===== src/pibus_pkg.sv =====
// ack codes other than wait, ready and error are taken as wait; address bit 0 is the msb
package pibus_pkg;

   // slave acknowledge codes
   typedef logic [2:0] ack_t;

   localparam ack_t ACK_WAT = 3'd1;   // slave still busy
   localparam ack_t ACK_RDY = 3'd2;   // transfer done
   localparam ack_t ACK_ERR = 3'd3;   // slave rejected the transfer

   // transfer opcode, anything but nop is a real transfer
   typedef logic [3:0] opc_t;

   localparam opc_t OPC_NOP = 4'd0;

   typedef logic [0:29] addr_t;   // bit 0 is the msb

   typedef enum logic [2:0] {
      PH_IDLE     = 3'd0,
      PH_REQ      = 3'd1,
      PH_ADDR     = 3'd2,
      PH_ADDRDATA = 3'd3,   // address of the next transfer overlaps data
      PH_DATA     = 3'd4
   } phase_t;

   typedef struct packed {
      logic req0;
      logic req1;
   } bus_req_t;

   typedef struct packed {
      logic gnt0;
      logic gnt1;
   } bus_gnt_t;

   // master side control word
   typedef struct packed {
      addr_t addr;
      opc_t  opc;
      logic  lock;   // overlap the next address with this data phase
      logic  read;
   } bus_ctl_t;

   localparam int TOUT_LIMIT = 255;   // busy cycles before the watchdog fires
   localparam int N_SLAVES   = 4;
   localparam int SEL_W      = $clog2(N_SLAVES);   // address bits used for the select

endpackage

===== src/pibus_top.sv =====
// controller and slave decoder only; masters, slaves and the data path sit outside
`timescale 1ns/1ps

module pibus_top (
   input  logic                           clk,
   input  logic                           rst_n,
   input  pibus_pkg::bus_req_t            req,
   input  pibus_pkg::bus_ctl_t            ctl,
   input  pibus_pkg::ack_t                ack,
   output pibus_pkg::bus_gnt_t            gnt,
   output logic [pibus_pkg::N_SLAVES-1:0] sel,
   output logic                           tout
);

   logic sel_en;   // registered in the controller

   bus_cont bus_cont_i (
      .clk    (clk),
      .rst_n  (rst_n),
      .req    (req),
      .ctl    (ctl),
      .ack    (ack),
      .gnt    (gnt),
      .sel_en (sel_en),
      .tout   (tout)
   );

   bus_addr_decode bus_addr_decode_i (
      .addr   (ctl.addr),
      .sel_en (sel_en),
      .sel    (sel)
   );

endmodule


===== src/bus_addr_decode.sv =====
// four slaves on the top two address bits; sel is combinational, stable only once addr settles
`timescale 1ns/1ps

module bus_addr_decode (
   input  pibus_pkg::addr_t              addr,
   input  logic                          sel_en,
   output logic [pibus_pkg::N_SLAVES-1:0] sel
);

   import pibus_pkg::*;

   logic [SEL_W-1:0] slot;   // addressed slave

   assign slot = addr[0 +: SEL_W];   // addr[0] is the msb

   always_comb
   begin
      sel = '0;
      if (sel_en)
      begin
         sel[slot] = 1'b1;
      end
   end

   // every address hits exactly one slave when enabled
   always_comb
   begin
      a_sel_onehot: assert ($onehot0(sel) && ((sel != '0) == sel_en))
      else
         $error("slave select not one-hot: %b", sel);
   end

endmodule


===== src/bus_cont.sv =====
// ack is sampled every cycle; gnt, sel_en and tout are registered and last one cycle each
`timescale 1ns/1ps

module bus_cont (
   input  logic                clk,
   input  logic                rst_n,
   input  pibus_pkg::bus_req_t req,
   input  pibus_pkg::bus_ctl_t ctl,
   input  pibus_pkg::ack_t     ack,
   output pibus_pkg::bus_gnt_t gnt,
   output logic                sel_en,
   output logic                tout
);

   import pibus_pkg::*;

   phase_t   phase;
   phase_t   phase_nxt;
   bus_gnt_t pick;         // arbiter choice this cycle
   bus_gnt_t gnt_nxt;
   logic     sel_en_nxt;
   logic     tout_nxt;
   logic     grant_en;     // arbitrate on the coming edge
   logic     busy;         // data phase in progress
   logic     expired;
   logic     any_req;
   logic     opc_nop;
   logic     locked_nop;

   assign any_req    = req.req0 | req.req1;
   assign opc_nop    = (ctl.opc == OPC_NOP);
   assign locked_nop = ctl.lock && opc_nop;
   assign busy       = (phase == PH_ADDRDATA) || (phase == PH_DATA);

   bus_arbiter bus_arbiter_i (
      .clk      (clk),
      .rst_n    (rst_n),
      .req      (req),
      .grant_en (grant_en),
      .pick     (pick)
   );

   bus_timeout bus_timeout_i (
      .clk     (clk),
      .rst_n   (rst_n),
      .busy    (busy),
      .expired (expired)
   );

   always_comb
   begin
      phase_nxt  = phase;
      gnt_nxt    = '0;
      sel_en_nxt = 1'b0;
      tout_nxt   = 1'b0;
      grant_en   = 1'b0;

      case (phase)
         PH_IDLE:
         begin
            grant_en = 1'b1;
         end

         PH_REQ:
         begin
            sel_en_nxt = !opc_nop;   // select only for a real transfer
            phase_nxt  = PH_ADDR;
         end

         PH_ADDR:
         begin
            if (opc_nop)
            begin
               if (!ctl.lock)
               begin
                  grant_en = 1'b1;   // bus released
               end
            end
            else if (ctl.lock)
            begin
               sel_en_nxt = (ack == ACK_RDY);
               phase_nxt  = PH_ADDRDATA;
            end
            else if (ack == ACK_RDY)
            begin
               grant_en = 1'b1;
            end
            else if (ack == ACK_ERR)
            begin
               phase_nxt = PH_IDLE;
            end
            else
            begin
               phase_nxt = PH_DATA;
            end
         end

         PH_ADDRDATA, PH_DATA:
         begin
            if ((ack == ACK_ERR) || expired)
            begin
               phase_nxt = PH_IDLE;   // abandon the transfer
               tout_nxt  = 1'b1;
            end
            else if (ack == ACK_RDY)
            begin
               if ((phase == PH_ADDRDATA) && locked_nop)
               begin
                  phase_nxt = PH_ADDR;   // master keeps the bus
               end
               else
               begin
                  grant_en = 1'b1;
               end
            end
         end

         default:
         begin
            phase_nxt = PH_IDLE;
         end
      endcase

      // new tenure, or idle if nobody asks
      if (grant_en)
      begin
         phase_nxt = any_req ? PH_REQ : PH_IDLE;
         gnt_nxt   = pick;
      end
   end

   always_ff @(posedge clk)
   begin
      if (!rst_n)
      begin
         phase  <= PH_IDLE;
         gnt    <= '0;
         sel_en <= 1'b0;
         tout   <= 1'b0;
      end
      else
      begin
         phase  <= phase_nxt;
         gnt    <= gnt_nxt;
         sel_en <= sel_en_nxt;
         tout   <= tout_nxt;
      end
   end

   // a grant is seen exactly while the single REQ cycle lasts
   a_gnt_in_req: assert property (@(posedge clk) disable iff (!rst_n)
      (gnt != '0) == (phase == PH_REQ));

   a_gnt_pulse: assert property (@(posedge clk) disable iff (!rst_n)
      (gnt != '0) |=> (gnt == '0));

endmodule


===== src/bus_timeout.sv =====
// busy must drop to clear the count; expired fires on the TOUT_LIMIT-th consecutive busy cycle
`timescale 1ns/1ps

module bus_timeout (
   input  logic clk,
   input  logic rst_n,
   input  logic busy,
   output logic expired
);

   import pibus_pkg::*;

   logic [7:0] cnt;   // busy cycles already completed

   // current cycle is the last one allowed
   assign expired = busy && (cnt == 8'(TOUT_LIMIT - 1));

   always_ff @(posedge clk)
   begin
      if (!rst_n)
      begin
         cnt <= '0;
      end
      else if (!busy || expired)
      begin
         cnt <= '0;   // restart after idle or expiry
      end
      else
      begin
         cnt <= cnt + 8'd1;
      end
   end

   // the watchdog never fires twice in a row
   a_expired_pulse: assert property (@(posedge clk) disable iff (!rst_n)
      expired |=> !expired);

endmodule


===== src/bus_arbiter.sv =====
// two masters only; pick is combinational and valid only while grant_en is asserted
`timescale 1ns/1ps

module bus_arbiter (
   input  logic                clk,
   input  logic                rst_n,
   input  pibus_pkg::bus_req_t req,
   input  logic                grant_en,
   output pibus_pkg::bus_gnt_t pick
);

   import pibus_pkg::*;

   logic last_m0;   // master 0 won the last accepted grant
   logic any_req;

   assign any_req = req.req0 | req.req1;

   // alternate on contention, otherwise the lone requester wins
   always_comb
   begin
      pick = '0;
      if (req.req0 && req.req1)
      begin
         pick.gnt0 = !last_m0;
         pick.gnt1 = last_m0;
      end
      else
      begin
         pick.gnt0 = req.req0;
         pick.gnt1 = req.req1;
      end
   end

   always_ff @(posedge clk)
   begin
      if (!rst_n)
      begin
         last_m0 <= 1'b0;   // master 0 goes first
      end
      else if (grant_en && any_req)
      begin
         last_m0 <= pick.gnt0;   // remember who got the bus
      end
   end

   // only one master may drive the bus, and only one that asked for it
   a_pick_valid: assert property (@(posedge clk) disable iff (!rst_n)
      grant_en |-> !(pick.gnt0 && pick.gnt1)
                   && (!pick.gnt0 || req.req0)
                   && (!pick.gnt1 || req.req1));

endmodule


===== config.mk =====
export PLATFORM = sky130hd
export DESIGN_NAME = pibus_top
export DESIGN_NICKNAME = d
export VERILOG_FILES = /design/src/pibus_pkg.sv /design/src/pibus_top.sv /design/src/bus_addr_decode.sv /design/src/bus_cont.sv /design/src/bus_timeout.sv /design/src/bus_arbiter.sv
export SDC_FILE = /design/constraint.sdc
export NUM_CORES = 1
export LEC_CHECK = 0
export ABC_AREA = 1
export ABC_CLOCK_PERIOD_IN_PS = 1900
export BUFFER_PORTS_ARGS = -buffer_cell sky130_fd_sc_hd__buf_2
export CORE_AREA = 2 2 61 63
export CTS_CLUSTER_DIAMETER = 80
export CTS_CLUSTER_SIZE = 25
export DETAILED_ROUTE_END_ITERATION = 12
export DIE_AREA = 0 0 63 65
export PLACE_DENSITY = 0.64
export SYNTH_ARGS = -nofsm -noshare
export SYNTH_HDL_FRONTEND = slang
export SYNTH_HIERARCHICAL = 1
export SYNTH_SLANG_ARGS = --single-unit

===== constraint.sdc =====
create_clock -name clk -period 1.9 [get_ports clk]
set_input_delay 0.285 -clock clk [delete_from_list [all_inputs] [get_ports clk]]
set_output_delay 0.285 -clock clk [all_outputs]
set_load 0.005 [all_outputs]

======== Word level (Yosys, flattened, before mapping) ========
Index checks and enable logic that the tools add are counted.
storage, ports and cells
  bits of input ports ..................... 43
  output and inout port bits .............. 7
  register bits ........................... 16
  word-level logic and storage cells ...... 69
operators by class
  eq/ne operators ......................... 12
  bitwise gates (word level) .............. 2
  muxes and demuxes ....................... 26
  add/sub/neg operators ................... 1
  reductions and logical operators ........ 19
  order comparisons ....................... 2
operators with widths
  kind                                                         count
  2-to-1 mux 3 bit                                             8
  equality test 3 x 2 -> 1 bit (second input constant)         4
  2-to-1 mux 1 bit                                             12
  one-hot mux 3 bit (4 select lines)                           1
  adder 8 x 1 -> 8 bit (second input constant)                 1
  equality test 8 bit (second input constant)                  1
  inequality test 4 x 2 -> 1 bit (second input constant)       2
  logical AND 1 bit                                            6
  AND reduction 5 bit                                          1
  zero test 4 bit                                              1
  2-to-1 mux 4 bit                                             1
  inequality test 4 bit (second input constant)                1
  AND reduction 2 bit                                          2
  OR reduction 2 bit                                           2
  equality test 3 x 1 -> 1 bit (second input constant)         1
  equality test 3 bit (second input constant)                  1
  zero test 1 bit                                              3
  zero test 3 bit                                              1
  logical OR 1 bit                                             3
  less-than comparator 2 x 3 -> 1 bit (second input constant)  1
  inequality test 3 bit (second input constant)                1
  one-hot mux 1 bit (3 select lines)                           1
  demux 1 bit (select 2 bit)                                   1
  >= comparator 2 x 1 -> 1 bit (second input constant)         1
  other kinds (5)                                              5

======== Depth between registers and ports, before layout ========
  depth in word-level cells ............... 9
  depth in mapped cells ................... 15
  mapped depth without buffers ............ 15

======== Hierarchy ========
Netlist, hierarchy kept.
modules (own cells, without submodules)
  module           area each (um^2)  cells each  seq. area each (um^2)  times used
  bus_cont         505.5             81          140.1                  1
  bus_timeout      385.4             52          160.2                  1
  bus_arbiter      63.8              9           20.0                   1
  bus_addr_decode  30.0              8           0.0                    1

======== Least setup slack after synthesis ========
OpenSTA, ideal clock, no wires.
  kind .................................... reg-to-reg
  start ................................... reg bus_cont_i.bus_timeout_i.cnt[0]
  end ..................................... reg bus_cont_i.phase[2]
  clock period less this slack ............ 1483 ps
  arrival ................................. 1369 ps
  path buffers ............................ 0
  data required time ...................... 1786 ps
  setup time .............................. 114 ps
  cell stages (with the launch flop) ...... 15
  slack ................................... 417 ps
  cells stage by stage .................... dfxtp_1 -> inv_1 -> ha_1 -> nand2_1 -> nor2_1 -> nand2_2 -> nor2_1 -> inv_1 -> nand2_1 -> nor2_2 -> nand2_2 -> nand2_2 -> inv_2 -> nor2_1 -> nor2_2
on the way
  cells in the longest elaborated chain, start to end .. 7
  elaborated cells on any way between the ends .. 14
  those cells by class .................... eq/ne: 6; mux: 5; reduce/logical: 3
RTL lines
  item                                                                     line               source
  from (decl)                                                              bus_timeout.sv:13  logic [7:0] cnt;
  from (signal assigned)                                                   bus_timeout.sv:30  cnt <= cnt + 8'd1;
  equality test 8 bit (*)                                                  bus_timeout.sv:16  assign expired = busy && (cnt == 8'(TOUT_LIMIT - 1));
  logical AND 1 bit (*)                                                    bus_timeout.sv:16
  named net bus_cont_i.expired                                             bus_cont.sv:25     logic expired;
  logical OR 1 bit (*)                                                     bus_cont.sv:100    if ((ack == ACK_ERR) || expired)
  2-to-1 mux 1 bit                                                         bus_cont.sv:100
  one-hot mux 1 bit (3 select lines)                                       bus_cont.sv:58     case (phase)
  inequality test 4 x 2 -> 1 bit (no source line) (tied with other cells)  -
  AND reduction 5 bit (no source line)                                     -
  to (signal assigned)                                                     bus_cont.sv:143    phase <= phase_nxt;
  to (decl)                                                                bus_cont.sv:17     phase_t phase;
Mark *: on every way through the listed nets, which the timed path passes. The rest lies on a longest branch.
A chain may end at the register's enable or synchronous reset.

======== Worst setup path after layout ========
  start ................................... reg bus_cont_i.phase[0]
  end ..................................... reg bus_cont_i.phase[2]
on the way
  cells in the longest elaborated chain, start to end .. 8
  elaborated cells on any way between the ends .. 23
  those cells by class .................... eq/ne: 9; mux: 7; reduce/logical: 7
RTL lines
  item                                                                        line               source
  equality test 3 x 2 -> 1 bit / equality test 3 bit (equally long branches)  bus_cont.sv:33     assign busy = (phase == PH_ADDRDATA) || (phase == PH_DATA);
  logical OR 1 bit (*)                                                        bus_cont.sv:33
  named net bus_cont_i.busy                                                   bus_cont.sv:24     logic busy;
  logical AND 1 bit (*)                                                       bus_timeout.sv:16
  named net bus_cont_i.expired                                                bus_cont.sv:25
  logical OR 1 bit (*)                                                        bus_cont.sv:100
  2-to-1 mux 1 bit                                                            bus_cont.sv:100
  one-hot mux 1 bit (3 select lines)                                          bus_cont.sv:58
  inequality test 4 x 2 -> 1 bit (no source line) (tied with other cells)     -
  AND reduction 5 bit (no source line)                                        -
Marked as above.

==> results_dict.tcl <==
set metrics [dict create \
    status "complete, no violations" \
    slowest_delay_ps 490 \
    syn_area_um2 984.7 \
    critPathKind "flop to flop" \
    tightest_slew_ps 277.4 \
    root_buffer "clkbuf_4" \
    wl_um 1847 \
    dpl.cell_count 218 \
    cp-end-kind "flop" \
    final_area_mm2 0.001172 \
    slew_headroom 0.8148 \
    cp-start-kind "flop" \
    finClkSkew_ps 5.310 \
    yosys.area.top_type "dfxtp_1" \
    combPwrFrac 0.192 \
    first_pass_iters 4 \
    critPathSlowestCell "dfxtp_1" \
    instances_no_fill 221 \
    grt_pass1_vias 828 \
    fillCellCount 387 \
    viasPerCell 4.267 \
    grt.total_usage 0.09889 \
    async_flop_share 0 \
    dr_total_vias 943 \
    ctsHtreeMaxLevel 1 \
    die_x_um 63 \
    multi_input_area_um2 583.1 \
    cts_tree "done" \
    placed_area_mm2 0.001145 \
    hp-class "primary input to flop" \
    n_antenna_cell 0 \
    ys_seq_area_frac 0.3253 \
    design.core.area_mm2 0.003496 \
    synth_common_cells "nand2_1, nor2_1, inv_1" \
    slew_viol_final 0 \
    finalPower_mw 0.6670 \
    wl_per_cell_um 8.357 \
    grt_remaining_overflow 0 \
    rsz0062_at_grt "false" \
    synth_ff_type "dfxtp_1" \
    drt_iter0_drc 10 \
    rows 22 \
    synthDistinctLibCells 24 \
    synth_edf_count 0 \
    synth_area_per_cell_um2 6.565 \
    post-synth-top-count-cell "nand2_1" \
    die_y_um 65 \
    dpl.hpwl_um 1477 \
    worstPathArrival_ps 1840 \
    ff2ff_setup_slack_ps 250 \
    cts.sink_count 16 \
    p_sw_frac 0.2886 \
    drive_gt1_frac 0.2601 \
    power_switching_mw 0.1925 \
    hold_viol_final 0 \
    die-area_mm2 0.004095 \
    crit_chain "inv_1 -> nand3_1 -> nand2_2 -> inv_1 -> nor2_1 -> inv_1 -> nand2_1 -> nor2_2 -> nand2_2 -> nand2_2 -> inv_2 -> nor2_1 -> nor2_2" \
    grt_antenna_before_repair 0 \
    cts_buffers 3 \
    seqPwrFrac 0.544 \
    syn_to_final_growth_pct 19.06 \
    synth.top_cell.area_share 0.3253 \
    place_congestion 0.8387 \
    intPower_mw 0.4745 \
    initial_utilization 0.2817 \
    synthesis.nets 195 \
    nets 220 \
    path_clk_slew_ps 80 \
    ioPinCount 50 \
    holdWs_ps 295.1 \
    grt_start_max_net_pins 9 \
    crit_fanout 6 \
    cts.path.max_buffers 2 \
    ys_ff_latch 16 \
    drv_cap 0 \
    grt_pass1_wl_um 3236 \
    clock_power_share 0.264 \
    period_share 0.8692 \
    synth_area_leaders "dfxtp_1, nand2_1, nor2_1" \
    vdd_ir_drop_max_mv 0.3892 \
    ant_nets 0 \
    setup_violations 0 \
    drc 0 \
    timing.fmax_mhz 605.5 \
    finalCriticalPeriod_ps 1652 \
    p_leak_nw 0.5216 \
    synth_cells 150 \
    p_per_area_mw_per_mm2 568.9 \
    regArea_um2 320.3 \
    numPortBuffers 20 \
    clock_latency_ps 290 \
    cp.required_ps 2090 \
    setup_tns_ps 0 \
    yosys_warnings 6 \
]
-- sequential cells by signal (all words and copies together), names as in the netlist --
signal                            flops
bus_cont_i/gnt                        2
bus_cont_i/bus_arbiter_i/last_m0      1
bus_cont_i/bus_timeout_i/cnt          8
bus_cont_i/sel_en                     1
bus_cont_i/phase                      3
bus_cont_i/tout                       1
-- kinds of logic after synthesis --
family / Yosys count / share of synthesized area
XOR/XNOR: 2 / 0.01779
AO/OA/AOI/OAI: 13 / 0.08132
adder cells (fa/ha/maj): 2 / 0.02541
AND/OR/NAND/NOR: 94 / 0.4625
flip-flops: 16 / 0.3253
buffers and inverters: 23 / 0.08767
-- power groups by stage --
| stage | clock network (mW) | registers, mW | logic [mW] |
|---|---|---|---|
| 4_1_cts | 0.183 | 0.363 | 0.127 |
| 5_1_grt | 0.201 | 0.365 | 0.149 |
| 3_5_place_dp | 0 | 0.371 | 0.126 |
| 6_report | 0.176 | 0.363 | 0.128 |
| 3_3_place_gp | 0 | 0.371 | 0.125 |
| 2_1_floorplan | 0 | 0.369 | 0.0878 |
-- placed cells by master (no fill, tap or decap) --
cell | Yosys | layout
a21boi_0 | 1 | 1
a21boi_1 | 1 | 1
a21oi_1 | 5 | 5
a21oi_2 | 2 | 2
buf_2 | 0 | 20
clkbuf_4 | 0 | 3
dfxtp_1 | 16 | 16
ha_1 | 2 | 2
inv_1 | 20 | 20
inv_2 | 3 | 3
nand2_1 | 34 | 34
nand2_2 | 6 | 6
nand2_4 | 1 | 1
nand3_1 | 13 | 13
nand3_2 | 3 | 3
nand3_4 | 1 | 1
nand3b_1 | 1 | 1
nor2_1 | 27 | 27
nor2_2 | 4 | 4
nor3_1 | 2 | 1
nor3_2 | 0 | 1
nor3_4 | 1 | 1
o211ai_1 | 1 | 1
o21ai_0 | 3 | 3
or2_0 | 1 | 1
xnor2_1 | 1 | 1
xor2_1 | 1 | 1
-- final timing paths --
kind / from / depth (start not counted) / to
worst max-delay path: bus_cont_i/phase[0]$_SDFFE_PN0P_ / 13 / bus_cont_i/phase[2]$_SDFFE_PN0P_
worst min-delay path: req[1] / 4 / bus_cont_i/gnt[0]$_SDFF_PN0_
worst max register to register: bus_cont_i/phase[0]$_SDFFE_PN0P_ / 13 / bus_cont_i/phase[2]$_SDFFE_PN0P_
worst min register to register: bus_cont_i/bus_timeout_i/cnt[0]$_SDFF_PP0_ / 1 / bus_cont_i/bus_timeout_i/cnt[0]$_SDFF_PP0_
-- final cells by class --
| type | count | area share |
|---|---|---|
| clock buffers | 3 | 0.01921 |
| multi-input cells | 111 | 0.4973 |
| flip-flops and latches | 16 | 0.2732 |
| repair buffers | 20 | 0.08538 |
| inverters | 23 | 0.07364 |
| well taps | 48 | 0.05123 |
-- timing repair --
item,CTS,global route
setup endpoints to repair,0,1
gates resized for setup,0,1
hold endpoints to repair,0,0
setup buffers,0,0
hold buffers,0,0
-- per-layer routing --
layer  track usage  vias to the layer above  wire [um]
met3       0.03299                        7         79
met4       0.04167                        0         46
met2        0.1715                       15        861
li1              -                      510          -
met5             0                        -          0
met1        0.1106                      411        859
-- critical path: cells and delay by family, from the launching register on --
kind,cells,cell delay (ps)
buffers and inverters,4,280
DFF,1,490
and+or+nand+nor,9,800
-- through the flow --
step,setup WS [ps],utilization
finish,248.5,0.3354
global route,56.21,0.3354
CTS,242.2,0.3339
detailed placement,256.8,0.3275
global placement,268.3,0.3275
floorplan,416.6,-
Power figures use the tool's default switching activity.
